File: config.mk
export PLATFORM = sky130hd
export DESIGN_NAME = conv_column
export DESIGN_NICKNAME = d
export VERILOG_FILES = /design/src/source/conv_pkg.sv /design/src/source/pe_lane_if.sv /design/src/source/weight_feeder.sv /design/src/source/pe_unit.sv /design/src/source/psum_compressor.sv /design/src/source/conv_column.sv
export SDC_FILE = /design/constraint.sdc
export NUM_CORES = 1
export LEC_CHECK = 0
export BUFFER_PORTS_ARGS = -buffer_cell sky130_fd_sc_hd__buf_4
export CORE_UTILIZATION = 63
export DETAILED_ROUTE_END_ITERATION = 8
export GPL_ROUTABILITY_DRIVEN = 0
export PLACE_DENSITY = 0.83
export SLEW_MARGIN = 25
export SYNTH_ARGS = -nofsm -noshare
export SYNTH_HDL_FRONTEND = slang
export SYNTH_SLANG_ARGS = --single-unit
File: constraint.sdc
create_clock -name clk -period 9.6 [get_ports clk]
set_input_delay 0 -clock clk [delete_from_list [all_inputs] [get_ports clk]]
set_output_delay 0 -clock clk [all_outputs]
set_load 0.02 [all_outputs]
File: src/source/conv_pkg.sv
`default_nettype none

package conv_pkg;

    localparam int PIXEL_W  = 8;   // feature-map pixel
    localparam int WEIGHT_W = 4;   // one filter tap
    localparam int TAPS     = 3;   // taps per filter row
    localparam int PSUM_W   = 16;  // wide enough for three full rows
    localparam int OUT_W    = 8;   // compressed output pixel

    typedef logic [PIXEL_W-1:0]       pixel_t;      // unsigned pixel
    typedef logic [WEIGHT_W-1:0]      weight_t;     // unsigned weight
    typedef logic [TAPS*WEIGHT_W-1:0] filter_t;     // tap 0 in low bits
    typedef logic [PSUM_W-1:0]        psum_t;       // partial sum
    typedef logic [OUT_W-1:0]         out_pixel_t;  // compressed result

    // upper bounds of the four compression ranges, exclusive
    localparam psum_t CMP_LIN_MAX = 16'd64;     // identity range
    localparam psum_t CMP_MID_MAX = 16'd4096;   // step 32
    localparam psum_t CMP_HI_MAX  = 16'd8192;   // step 128
    localparam psum_t CMP_TOP_MAX = 16'd16384;  // step 256, saturate above

endpackage : conv_pkg

`default_nettype wire

File: src/source/pe_lane_if.sv
`timescale 1ns/1ps
`default_nettype none

// one row of the column: pixel and weights in, forwarded pixel and psum out
interface pe_lane_if;
    import conv_pkg::*;

    pixel_t  ifmap;      // current pixel for this row
    filter_t weights;    // stationary filter row
    pixel_t  ifmap_fwd;  // oldest tap, for the neighbour column
    psum_t   psum;       // registered partial sum of this row

    modport feed (        // weight bank side
        output ifmap,
        output weights
    );

    modport pe (          // processing element side
        input  ifmap,
        input  weights,
        output ifmap_fwd,
        output psum
    );

    modport drain (       // end of the psum chain
        input  psum
    );

endinterface : pe_lane_if

`default_nettype wire

File: src/source/weight_feeder.sv
`timescale 1ns/1ps
`default_nettype none

module weight_feeder #(
    parameter int NUM_ROWS = 3                                  // rows in the column
) (
    input  wire logic                                  clk,
    input  wire logic                                  rst_n,        // sync, active low
    input  wire logic                                  load_filter,  // capture strobe
    input  wire conv_pkg::pixel_t  [NUM_ROWS-1:0]      ifmap_in,     // one pixel per row
    input  wire conv_pkg::filter_t [NUM_ROWS-1:0]      filter_in,    // one filter row per row
    output      conv_pkg::filter_t [NUM_ROWS-1:0]      filter_fwd,   // held rows, for reuse
    pe_lane_if.feed                                    lanes [NUM_ROWS]
);
    import conv_pkg::*;

    filter_t [NUM_ROWS-1:0] filter_q;                           // weight bank

    // load does not wait for en, weights stay put until the next strobe
    always_ff @(posedge clk) begin
        if (!rst_n) begin
            filter_q <= '0;                                     // all weights zero
        end else if (load_filter) begin
            filter_q <= filter_in;                              // grab every row at once
        end
    end

    assign filter_fwd = filter_q;                               // held copy to neighbour

    // fan the bank and the pixels out to the lanes
    for (genvar r = 0; r < NUM_ROWS; r++) begin : g_lane
        assign lanes[r].ifmap   = ifmap_in[r];                  // pixel passes straight through
        assign lanes[r].weights = filter_q[r];                  // stationary row
    end

endmodule : weight_feeder

`default_nettype wire

File: src/source/pe_unit.sv
`timescale 1ns/1ps
`default_nettype none

module pe_unit (
    input  wire logic            clk,
    input  wire logic            rst_n,    // sync, active low
    input  wire logic            en,       // level enable, hold when low
    input  wire conv_pkg::psum_t psum_in,  // from the row below, zero for row 0
    pe_lane_if.pe                lane
);
    import conv_pkg::*;

    pixel_t  taps [TAPS];   // tap window, taps[0] newest
    weight_t w    [TAPS];   // unpacked filter row
    psum_t   dot;           // three-tap dot product
    psum_t   psum_q;        // registered partial sum

    // dot product of held taps and weights
    // widened before the multiply, 3 x 255 x 15 fits easily
    always_comb begin
        dot = '0;
        for (int i = 0; i < TAPS; i++) begin
            w[i] = lane.weights[i*WEIGHT_W +: WEIGHT_W];       // tap i slice
            dot  = dot + psum_t'(w[i]) * psum_t'(taps[i]);     // unsigned mac
        end
    end

    // window shift and accumulate share the same enable
    always_ff @(posedge clk) begin
        if (!rst_n) begin
            for (int i = 0; i < TAPS; i++) begin
                taps[i] <= '0;                                 // empty window
            end
            psum_q <= '0;
        end else if (en) begin
            taps[0] <= lane.ifmap;                             // newest pixel in
            for (int i = 1; i < TAPS; i++) begin
                taps[i] <= taps[i-1];                          // age by one
            end
            psum_q <= psum_in + dot;                           // uses pre-edge taps
        end
    end

    assign lane.ifmap_fwd = taps[TAPS-1];                      // oldest tap, diagonal reuse
    assign lane.psum      = psum_q;                            // on up the chain

endmodule : pe_unit

`default_nettype wire

File: src/source/psum_compressor.sv
`timescale 1ns/1ps
`default_nettype none

module psum_compressor (
    input  wire logic                 clk,
    input  wire logic                 rst_n,      // sync, active low
    input  wire logic                 en,         // register only when high
    pe_lane_if.drain                  lane,       // last row of the column
    output      conv_pkg::out_pixel_t pixel_out   // registered 8-bit pixel
);
    import conv_pkg::*;

    // per-range offsets, chosen so the ranges join without gaps
    localparam out_pixel_t MID_OFS = 8'd62;    // 64/32 + 62 = 64
    localparam out_pixel_t HI_OFS  = 8'd158;   // 4096/128 + 158 = 190
    localparam out_pixel_t TOP_OFS = 8'd190;   // 8192/256 + 190 = 222

    psum_t      s;          // final column sum
    out_pixel_t pixel_d;    // mapped value, next pixel_out

    assign s = lane.psum;

    always_comb begin
        if (s < CMP_LIN_MAX) begin
            pixel_d = out_pixel_t'(s);                 // 0..63 as is
        end else if (s < CMP_MID_MAX) begin
            pixel_d = out_pixel_t'(s >> 5) + MID_OFS;  // 64..189
        end else if (s < CMP_HI_MAX) begin
            pixel_d = out_pixel_t'(s >> 7) + HI_OFS;   // 190..221
        end else if (s < CMP_TOP_MAX) begin
            pixel_d = out_pixel_t'(s >> 8) + TOP_OFS;  // 222..253
        end else begin
            pixel_d = '1;                              // saturate at 255
        end
    end

    always_ff @(posedge clk) begin
        if (!rst_n) begin
            pixel_out <= '0;
        end else if (en) begin
            pixel_out <= pixel_d;                      // hold while en low
        end
    end

endmodule : psum_compressor

`default_nettype wire

File: src/source/conv_column.sv
`timescale 1ns/1ps
`default_nettype none

module conv_column #(
    parameter int NUM_ROWS = 3                                     // PEs stacked in the column
) (
    input  wire logic                                 clk,
    input  wire logic                                 rst_n,        // sync, active low
    input  wire logic                                 en,           // compute enable
    input  wire logic                                 load_filter,  // weight capture strobe
    input  wire conv_pkg::pixel_t  [NUM_ROWS-1:0]     ifmap_in,     // row pixels
    input  wire conv_pkg::filter_t [NUM_ROWS-1:0]     filter_in,    // row filters
    output      conv_pkg::pixel_t  [NUM_ROWS-1:0]     ifmap_fwd,    // oldest taps out
    output      conv_pkg::filter_t [NUM_ROWS-1:0]     filter_fwd,   // held filters out
    output      conv_pkg::out_pixel_t                 pixel_out     // compressed result
);
    import conv_pkg::*;

    pe_lane_if lanes [NUM_ROWS] ();                                 // one lane per row

    weight_feeder #(
        .NUM_ROWS    (NUM_ROWS)
    ) u_feeder (
        .clk         (clk),
        .rst_n       (rst_n),
        .load_filter (load_filter),
        .ifmap_in    (ifmap_in),
        .filter_in   (filter_in),
        .filter_fwd  (filter_fwd),
        .lanes       (lanes)
    );

    // psum climbs from row 0 to row NUM_ROWS-1
    for (genvar r = 0; r < NUM_ROWS; r++) begin : g_row
        psum_t psum_in;                                             // from the row below

        if (r == 0) begin : g_head
            assign psum_in = '0;                                    // bottom of chain
        end else begin : g_link
            assign psum_in = lanes[r-1].psum;                       // previous row
        end

        pe_unit u_pe (
            .clk     (clk),
            .rst_n   (rst_n),
            .en      (en),
            .psum_in (psum_in),
            .lane    (lanes[r])
        );

        assign ifmap_fwd[r] = lanes[r].ifmap_fwd;                   // export for reuse
    end

    psum_compressor u_cmp (
        .clk       (clk),
        .rst_n     (rst_n),
        .en        (en),
        .lane      (lanes[NUM_ROWS-1]),                             // top of the chain
        .pixel_out (pixel_out)
    );

endmodule : conv_column

`default_nettype wire

After elaboration in Yosys (flattened, before gate mapping)
Memory sizes are Yosys's and may differ from the RTL's.
Cells that the tools add are included.
{"block": "classes", "addsub": 11, "n_mul": 9, "n_lt_le_gt_ge": 4, "muxes": 17, "bitwise_logic": 9}
{"operator": "multiplier 4 x 8 -> 12 bit", "count": 9}
{"operator": "two-way mux 8 bit", "count": 13}
{"operator": "adder 16 x 12 -> 16 bit", "count": 3}
{"operator": "adder 12 x 12 -> 13 bit", "count": 3}
{"operator": "adder 16 bit", "count": 2}
{"operator": "adder 8 bit (second input constant)", "count": 2}
{"operator": "< comparator 16 x 13 -> 1 bit (second input constant)", "count": 1}
{"operator": "< comparator 16 x 14 -> 1 bit (second input constant)", "count": 1}
{"operator": "< comparator 16 x 15 -> 1 bit (second input constant)", "count": 1}
{"operator": "< comparator 16 x 7 -> 1 bit (second input constant)", "count": 1}
{"operator": "bitwise OR 1 bit", "count": 9}
{"operator": "adder 8 x 6 -> 8 bit (second input constant)", "count": 1}
{"operator": "two-way mux 1 bit", "count": 4}
{"block": "totals", "register_bits": 92, "ram_bits": 72, "input_bits": 64, "out_inout_bits": 68, "word_cells": 60, "n_memories": 3}
{"name": "g_row[0].u_pe.taps", "depth": 3, "word_bits": 8, "read_ports": 3, "rd_clocked_by_memory_dff": 0, "write_ports": 3, "line": "pe_unit.sv:13", "source": "pixel_t taps [TAPS];"}
{"name": "g_row[1].u_pe.taps", "depth": 3, "word_bits": 8, "read_ports": 3, "rd_clocked_by_memory_dff": 0, "write_ports": 3, "line": "pe_unit.sv:13"}
{"name": "g_row[2].u_pe.taps", "depth": 3, "word_bits": 8, "read_ports": 3, "rd_clocked_by_memory_dff": 0, "write_ports": 3, "line": "pe_unit.sv:13"}

Depth between registers and ports, before layout
{"block": "depth", "depth_word": 5, "ltp_mapped": 29, "depth_no_buf": 29}

Cells and area by module
Synthesis repeated with hierarchy kept, for this count alone.
{"block": "hier_totals", "cells_unflattened": 1806, "hier_area_um2": 17729.5}
{"module": "pe_unit at g_row[2].u_pe", "instances": 1, "cells_each": 514, "area_each_um2": 5079.9}
{"module": "pe_unit at g_row[1].u_pe", "instances": 1, "cells_each": 509, "area_each_um2": 5011.1}
{"module": "pe_unit at g_row[0].u_pe", "instances": 1, "cells_each": 504, "area_each_um2": 4993.5}
{"module": "weight_feeder", "instances": 1, "cells_each": 175, "area_each_um2": 1839.3}
{"module": "psum_compressor", "instances": 1, "cells_each": 103, "area_each_um2": 802.0}
{"module": "conv_column", "instances": 1, "cells_each": 1, "area_each_um2": 3.8}

Least setup slack after synthesis
No wires, ideal clock.
{"block": "synth_timing", "kind": "flip-flop to flip-flop", "from": "register u_feeder.filter_q (netlist bit u_feeder.lanes[2].weights[7])", "to": "register g_row[2].u_pe.psum_q[13]", "setup_time_ps": 122, "arrival_ps": 7000, "path_slack_ps": 2478, "path_stages_with_launch": 29, "path_buffers": 0, "synth_period_minus_slack_ps": 7122, "path_cell_list": "dfxtp_1 > nand2_1 > fa_1 > fa_1 > inv_1 > fa_1 > inv_1 > fa_1 > inv_1 > fa_1 > a21oi_1 > inv_1 > a21oi_1 > a21oi_1 > o41ai_1 > xnor2_1 > ha_1 > fa_1 > inv_1 > fa_1 > inv_1 > ha_1 > nand2_1 > nor2_1 > a211oi_1 > o21ai_1 > nand3_1 > mux2i_1 > a221o_1"}
{"block": "synth_via", "elab_chain_cells": 4}
{"element": "start: declaration", "line": "weight_feeder.sv:17", "source": "filter_t [NUM_ROWS-1:0] filter_q;"}
{"element": "start signal: assignment", "line": "weight_feeder.sv:24", "source": "filter_q <= filter_in;"}
{"element": "multiplier 4 x 8 -> 12 bit", "line": "pe_unit.sv:24", "source": "dot = dot + psum_t'(w[i]) * psum_t'(taps[i]);"}
{"element": "adder 12 x 12 -> 13 bit", "line": "pe_unit.sv:24"}
{"element": "adder 16 x 12 -> 16 bit", "line": "pe_unit.sv:24"}
{"element": "adder 16 bit", "line": "pe_unit.sv:40", "source": "psum_q <= psum_in + dot;"}
{"element": "end signal: assignment", "line": "pe_unit.sv:40"}
{"element": "end: declaration", "line": "pe_unit.sv:16", "source": "psum_t psum_q;"}
No other way between the ends.
A chain may end at the register's enable or synchronous reset.

Worst setup path after layout
{"block": "layout_timing", "from": "register u_feeder.filter_q (netlist bit u_feeder.lanes[2].weights[4])", "to": "register g_row[2].u_pe.psum_q[13]"}
Same word-level chain as after synthesis.

==> flow_summary.json <==
{
  "drive_gt1_frac": 0.0957,
  "drv_slew": 0,
  "yosys_warnings": 0,
  "grt_pass1_wl_um": 62800,
  "irDropWorstVdd_v": 0.000103,
  "required_ns": 9.92,
  "via_per_inst": 5.60,
  "nets": 2314,
  "antenna_found_initial": 0,
  "io_pins": 132,
  "final_cell_mix": "287 x inv_1, 213 x fa_1, 174 x nand2_1",
  "post_cts.repair.setup_buffers": 0,
  "drc_errors": 8,
  "dr.first_iter.drc_count": 836,
  "critPathKind": "reg -> reg",
  "max_stage_delay_ns": 0.53,
  "hpwlAfterDp_um": 28000,
  "clock-sinks": 162,
  "async_flop_share": 0,
  "hold_viol_final": 0,
  "rsz0062_at_grt": "no",
  "postPlaceCellArea_sq_mm": 0.0178,
  "final_cell_area_sq_mm": 0.0190,
  "end_kind": "flip-flop",
  "relSlewSlack": 0.358,
  "root_buffer": "clkbuf_16",
  "start_util": 0.643,
  "antenna-diode-count": 0,
  "power_w": 0.00264,
  "fin_crit_sh": 0.790,
  "cp_slowest_cell": "fa_1",
  "cap_viol_max_count": 0,
  "outcome": "complete, but fails checks",
  "post_drt_wl_per_cell_um": 16.9,
  "tightest_slew_ns": 0.963,
  "num_vias": 12500,
  "ant_nets": 0,
  "grt_pass1_vias": 13200,
  "max_freq_mhz": 132,
  "power_leakage_nw": 9.32,
  "clock_latency_ns": 0.44,
  "numCtsBuffers": 17,
  "hold_class": "in -> reg",
  "period_minus_slack_ns": 7.58,
  "crit_path_frequent_cell": "fa_1",
  "final_common_cell": "inv_1",
  "cts_tree": "built",
  "ff_latch_area_sq_mm": 0.00396,
  "synth_edf_count": 72,
  "core_sq_mm": 0.0261,
  "routed_wl_um": 37800,
  "die_w_um": 165,
  "path_clk_slew_ns": 0.07,
  "cp_max_fo": 10,
  "grt_max_degree": 83,
  "worst_clock_skew_ns": 0.0123,
  "netlist_instances": 1752,
  "port-buffer-count": 131,
  "violations": "DRC",
  "startpoint_type": "flip-flop",
  "synth_nets": 2178,
  "synth_ff_type": "dfxtp_1",
  "first_pass_iters": 9,
  "grt_remaining_overflow": 0,
  "synth_area_sq_mm": 0.0168,
  "synth_seq_area_share": 0.236,
  "crit_arrival_ns": 7.90,
  "area_growth_pct": 13.4,
  "ys_seq_elements": 162,
  "avgSynthCellArea_sq_um": 9.59,
  "finalSetupViolCount": 0,
  "cts.path.max_buffers": 2,
  "num_rows": 59,
  "timing.setup.tns_ns": 0,
  "fp.dieH_um": 165,
  "ys_types": 63,
  "cts_max_level": 4,
  "grt_usage": 0.294,
  "multi_input_area_sq_mm": 0.0114,
  "die_area_sq_mm": 0.0273,
  "fillers": 1797,
  "power_density_mw_per_mm2": 139
}
[state kept, by name, indices dropped and copies added (netlist names)]
signal and flops:
g_row.u_pe.taps 72, g_row.u_pe.lane.psum 46, u_feeder.lanes.weights 36, u_cmp.pixel_out 8
[path summary, 6_finish.rpt]
check	cells after the start	slack, ns	startpoint	end
max	28	2.02	u_feeder.lanes[2].weights[4]	g_row[2].u_pe.lane.psum[13]
min	2	0.06	en	u_cmp.pixel_out[5]
max reg2reg	28	2.02	u_feeder.lanes[2].weights[4]	g_row[2].u_pe.lane.psum[13]
min reg2reg	2	0.45	g_row[1].u_pe.lane.psum[13]	g_row[1].u_pe.lane.psum[13]
[through the flow]
step                      instances  utilization  setup WS (ns)  hold WS, ns
after floorplan                1752            -           2.48        0.170
after global placement         2144        0.683           2.33        0.254
after detailed placement       2144        0.683           2.13        0.266
after CTS                      2236        0.729           2.09       0.0630
after global routing           2236        0.729           1.49       0.0725
final                          2236        0.729           2.02       0.0645
[per-layer routing]
layer,wire [um],vias up,GRT usage
met5,0,-,0
met4,769,0,0.0901
met3,1960,65,0.0390
met2,19000,375,0.517
met1,16100,6198,0.376
li1,-,5875,-
[repair_timing]
action / in CTS / in global routing
gates resized for setup: 0 / 0
hold endpoints to repair: 60 / 0
hold buffers: 60 / 0
[worst max-delay path, delay by kind of cell (launching register included)]
kind                       cells  cell delay [ns]
xor gates and xnor gates       1             0.19
buffers and inverters          6             0.33
muxes                          1             0.10
DFF                            1             0.50
and+or+nand+nor                4             0.43
adders and majority gates      9             4.20
AOI/OAI and AO/OA              7             1.72
[cell type report]
type / instances / area share
clock inverters: 15 / 0.00874
multi-input cells: 1224 / 0.597
repair buffers: 195 / 0.0848
inverters: 288 / 0.0568
clock buffers: 17 / 0.0223
flip-flops and latches: 162 / 0.208
well taps: 335 / 0.0220
[synth_stat cells, drive strengths merged (7+ instances only)]
| master | n | area share |
|---|---|---|
| inv | 288 | 0.064 |
| ha | 149 | 0.11 |
| o21ai | 58 | 0.017 |
| clkbuf | 46 | 0.010 |
| a21oi | 49 | 0.015 |
| xor2 | 25 | 0.013 |
| nand2b | 7 | 0.0026 |
| nand3 | 13 | 0.0039 |
| mux2i | 53 | 0.032 |
| nor2 | 38 | 0.0085 |
| fa | 213 | 0.25 |
| o21a | 16 | 0.0072 |
| and2 | 167 | 0.062 |
| nor3 | 7 | 0.0021 |
| nor2b | 62 | 0.023 |
| dfxtp | 90 | 0.11 |
| and3 | 74 | 0.028 |
| a21o | 12 | 0.0054 |
| buf | 32 | 0.013 |
| nand2 | 174 | 0.039 |
| a211oi | 7 | 0.0031 |
| edfxtp | 72 | 0.13 |
| xnor2 | 30 | 0.016 |
[where the power goes]
part	internal (W)	switching, W
combinational	0.000465	0.000589
clock	0.000371	0.000330
sequential	0.000797	0.0000929
[cells by family after synthesis]
| family | synth area share |
|---|---|
| and+or+nand+nor | 0.176 |
| buffers and inverters | 0.0873 |
| muxes | 0.0323 |
| DFF | 0.236 |
| xor gates and xnor gates | 0.0287 |
| AOI/OAI and AO/OA | 0.0744 |
| adders and majority gates | 0.365 |
No activity file was read; power rests on OpenSTA's default activity.
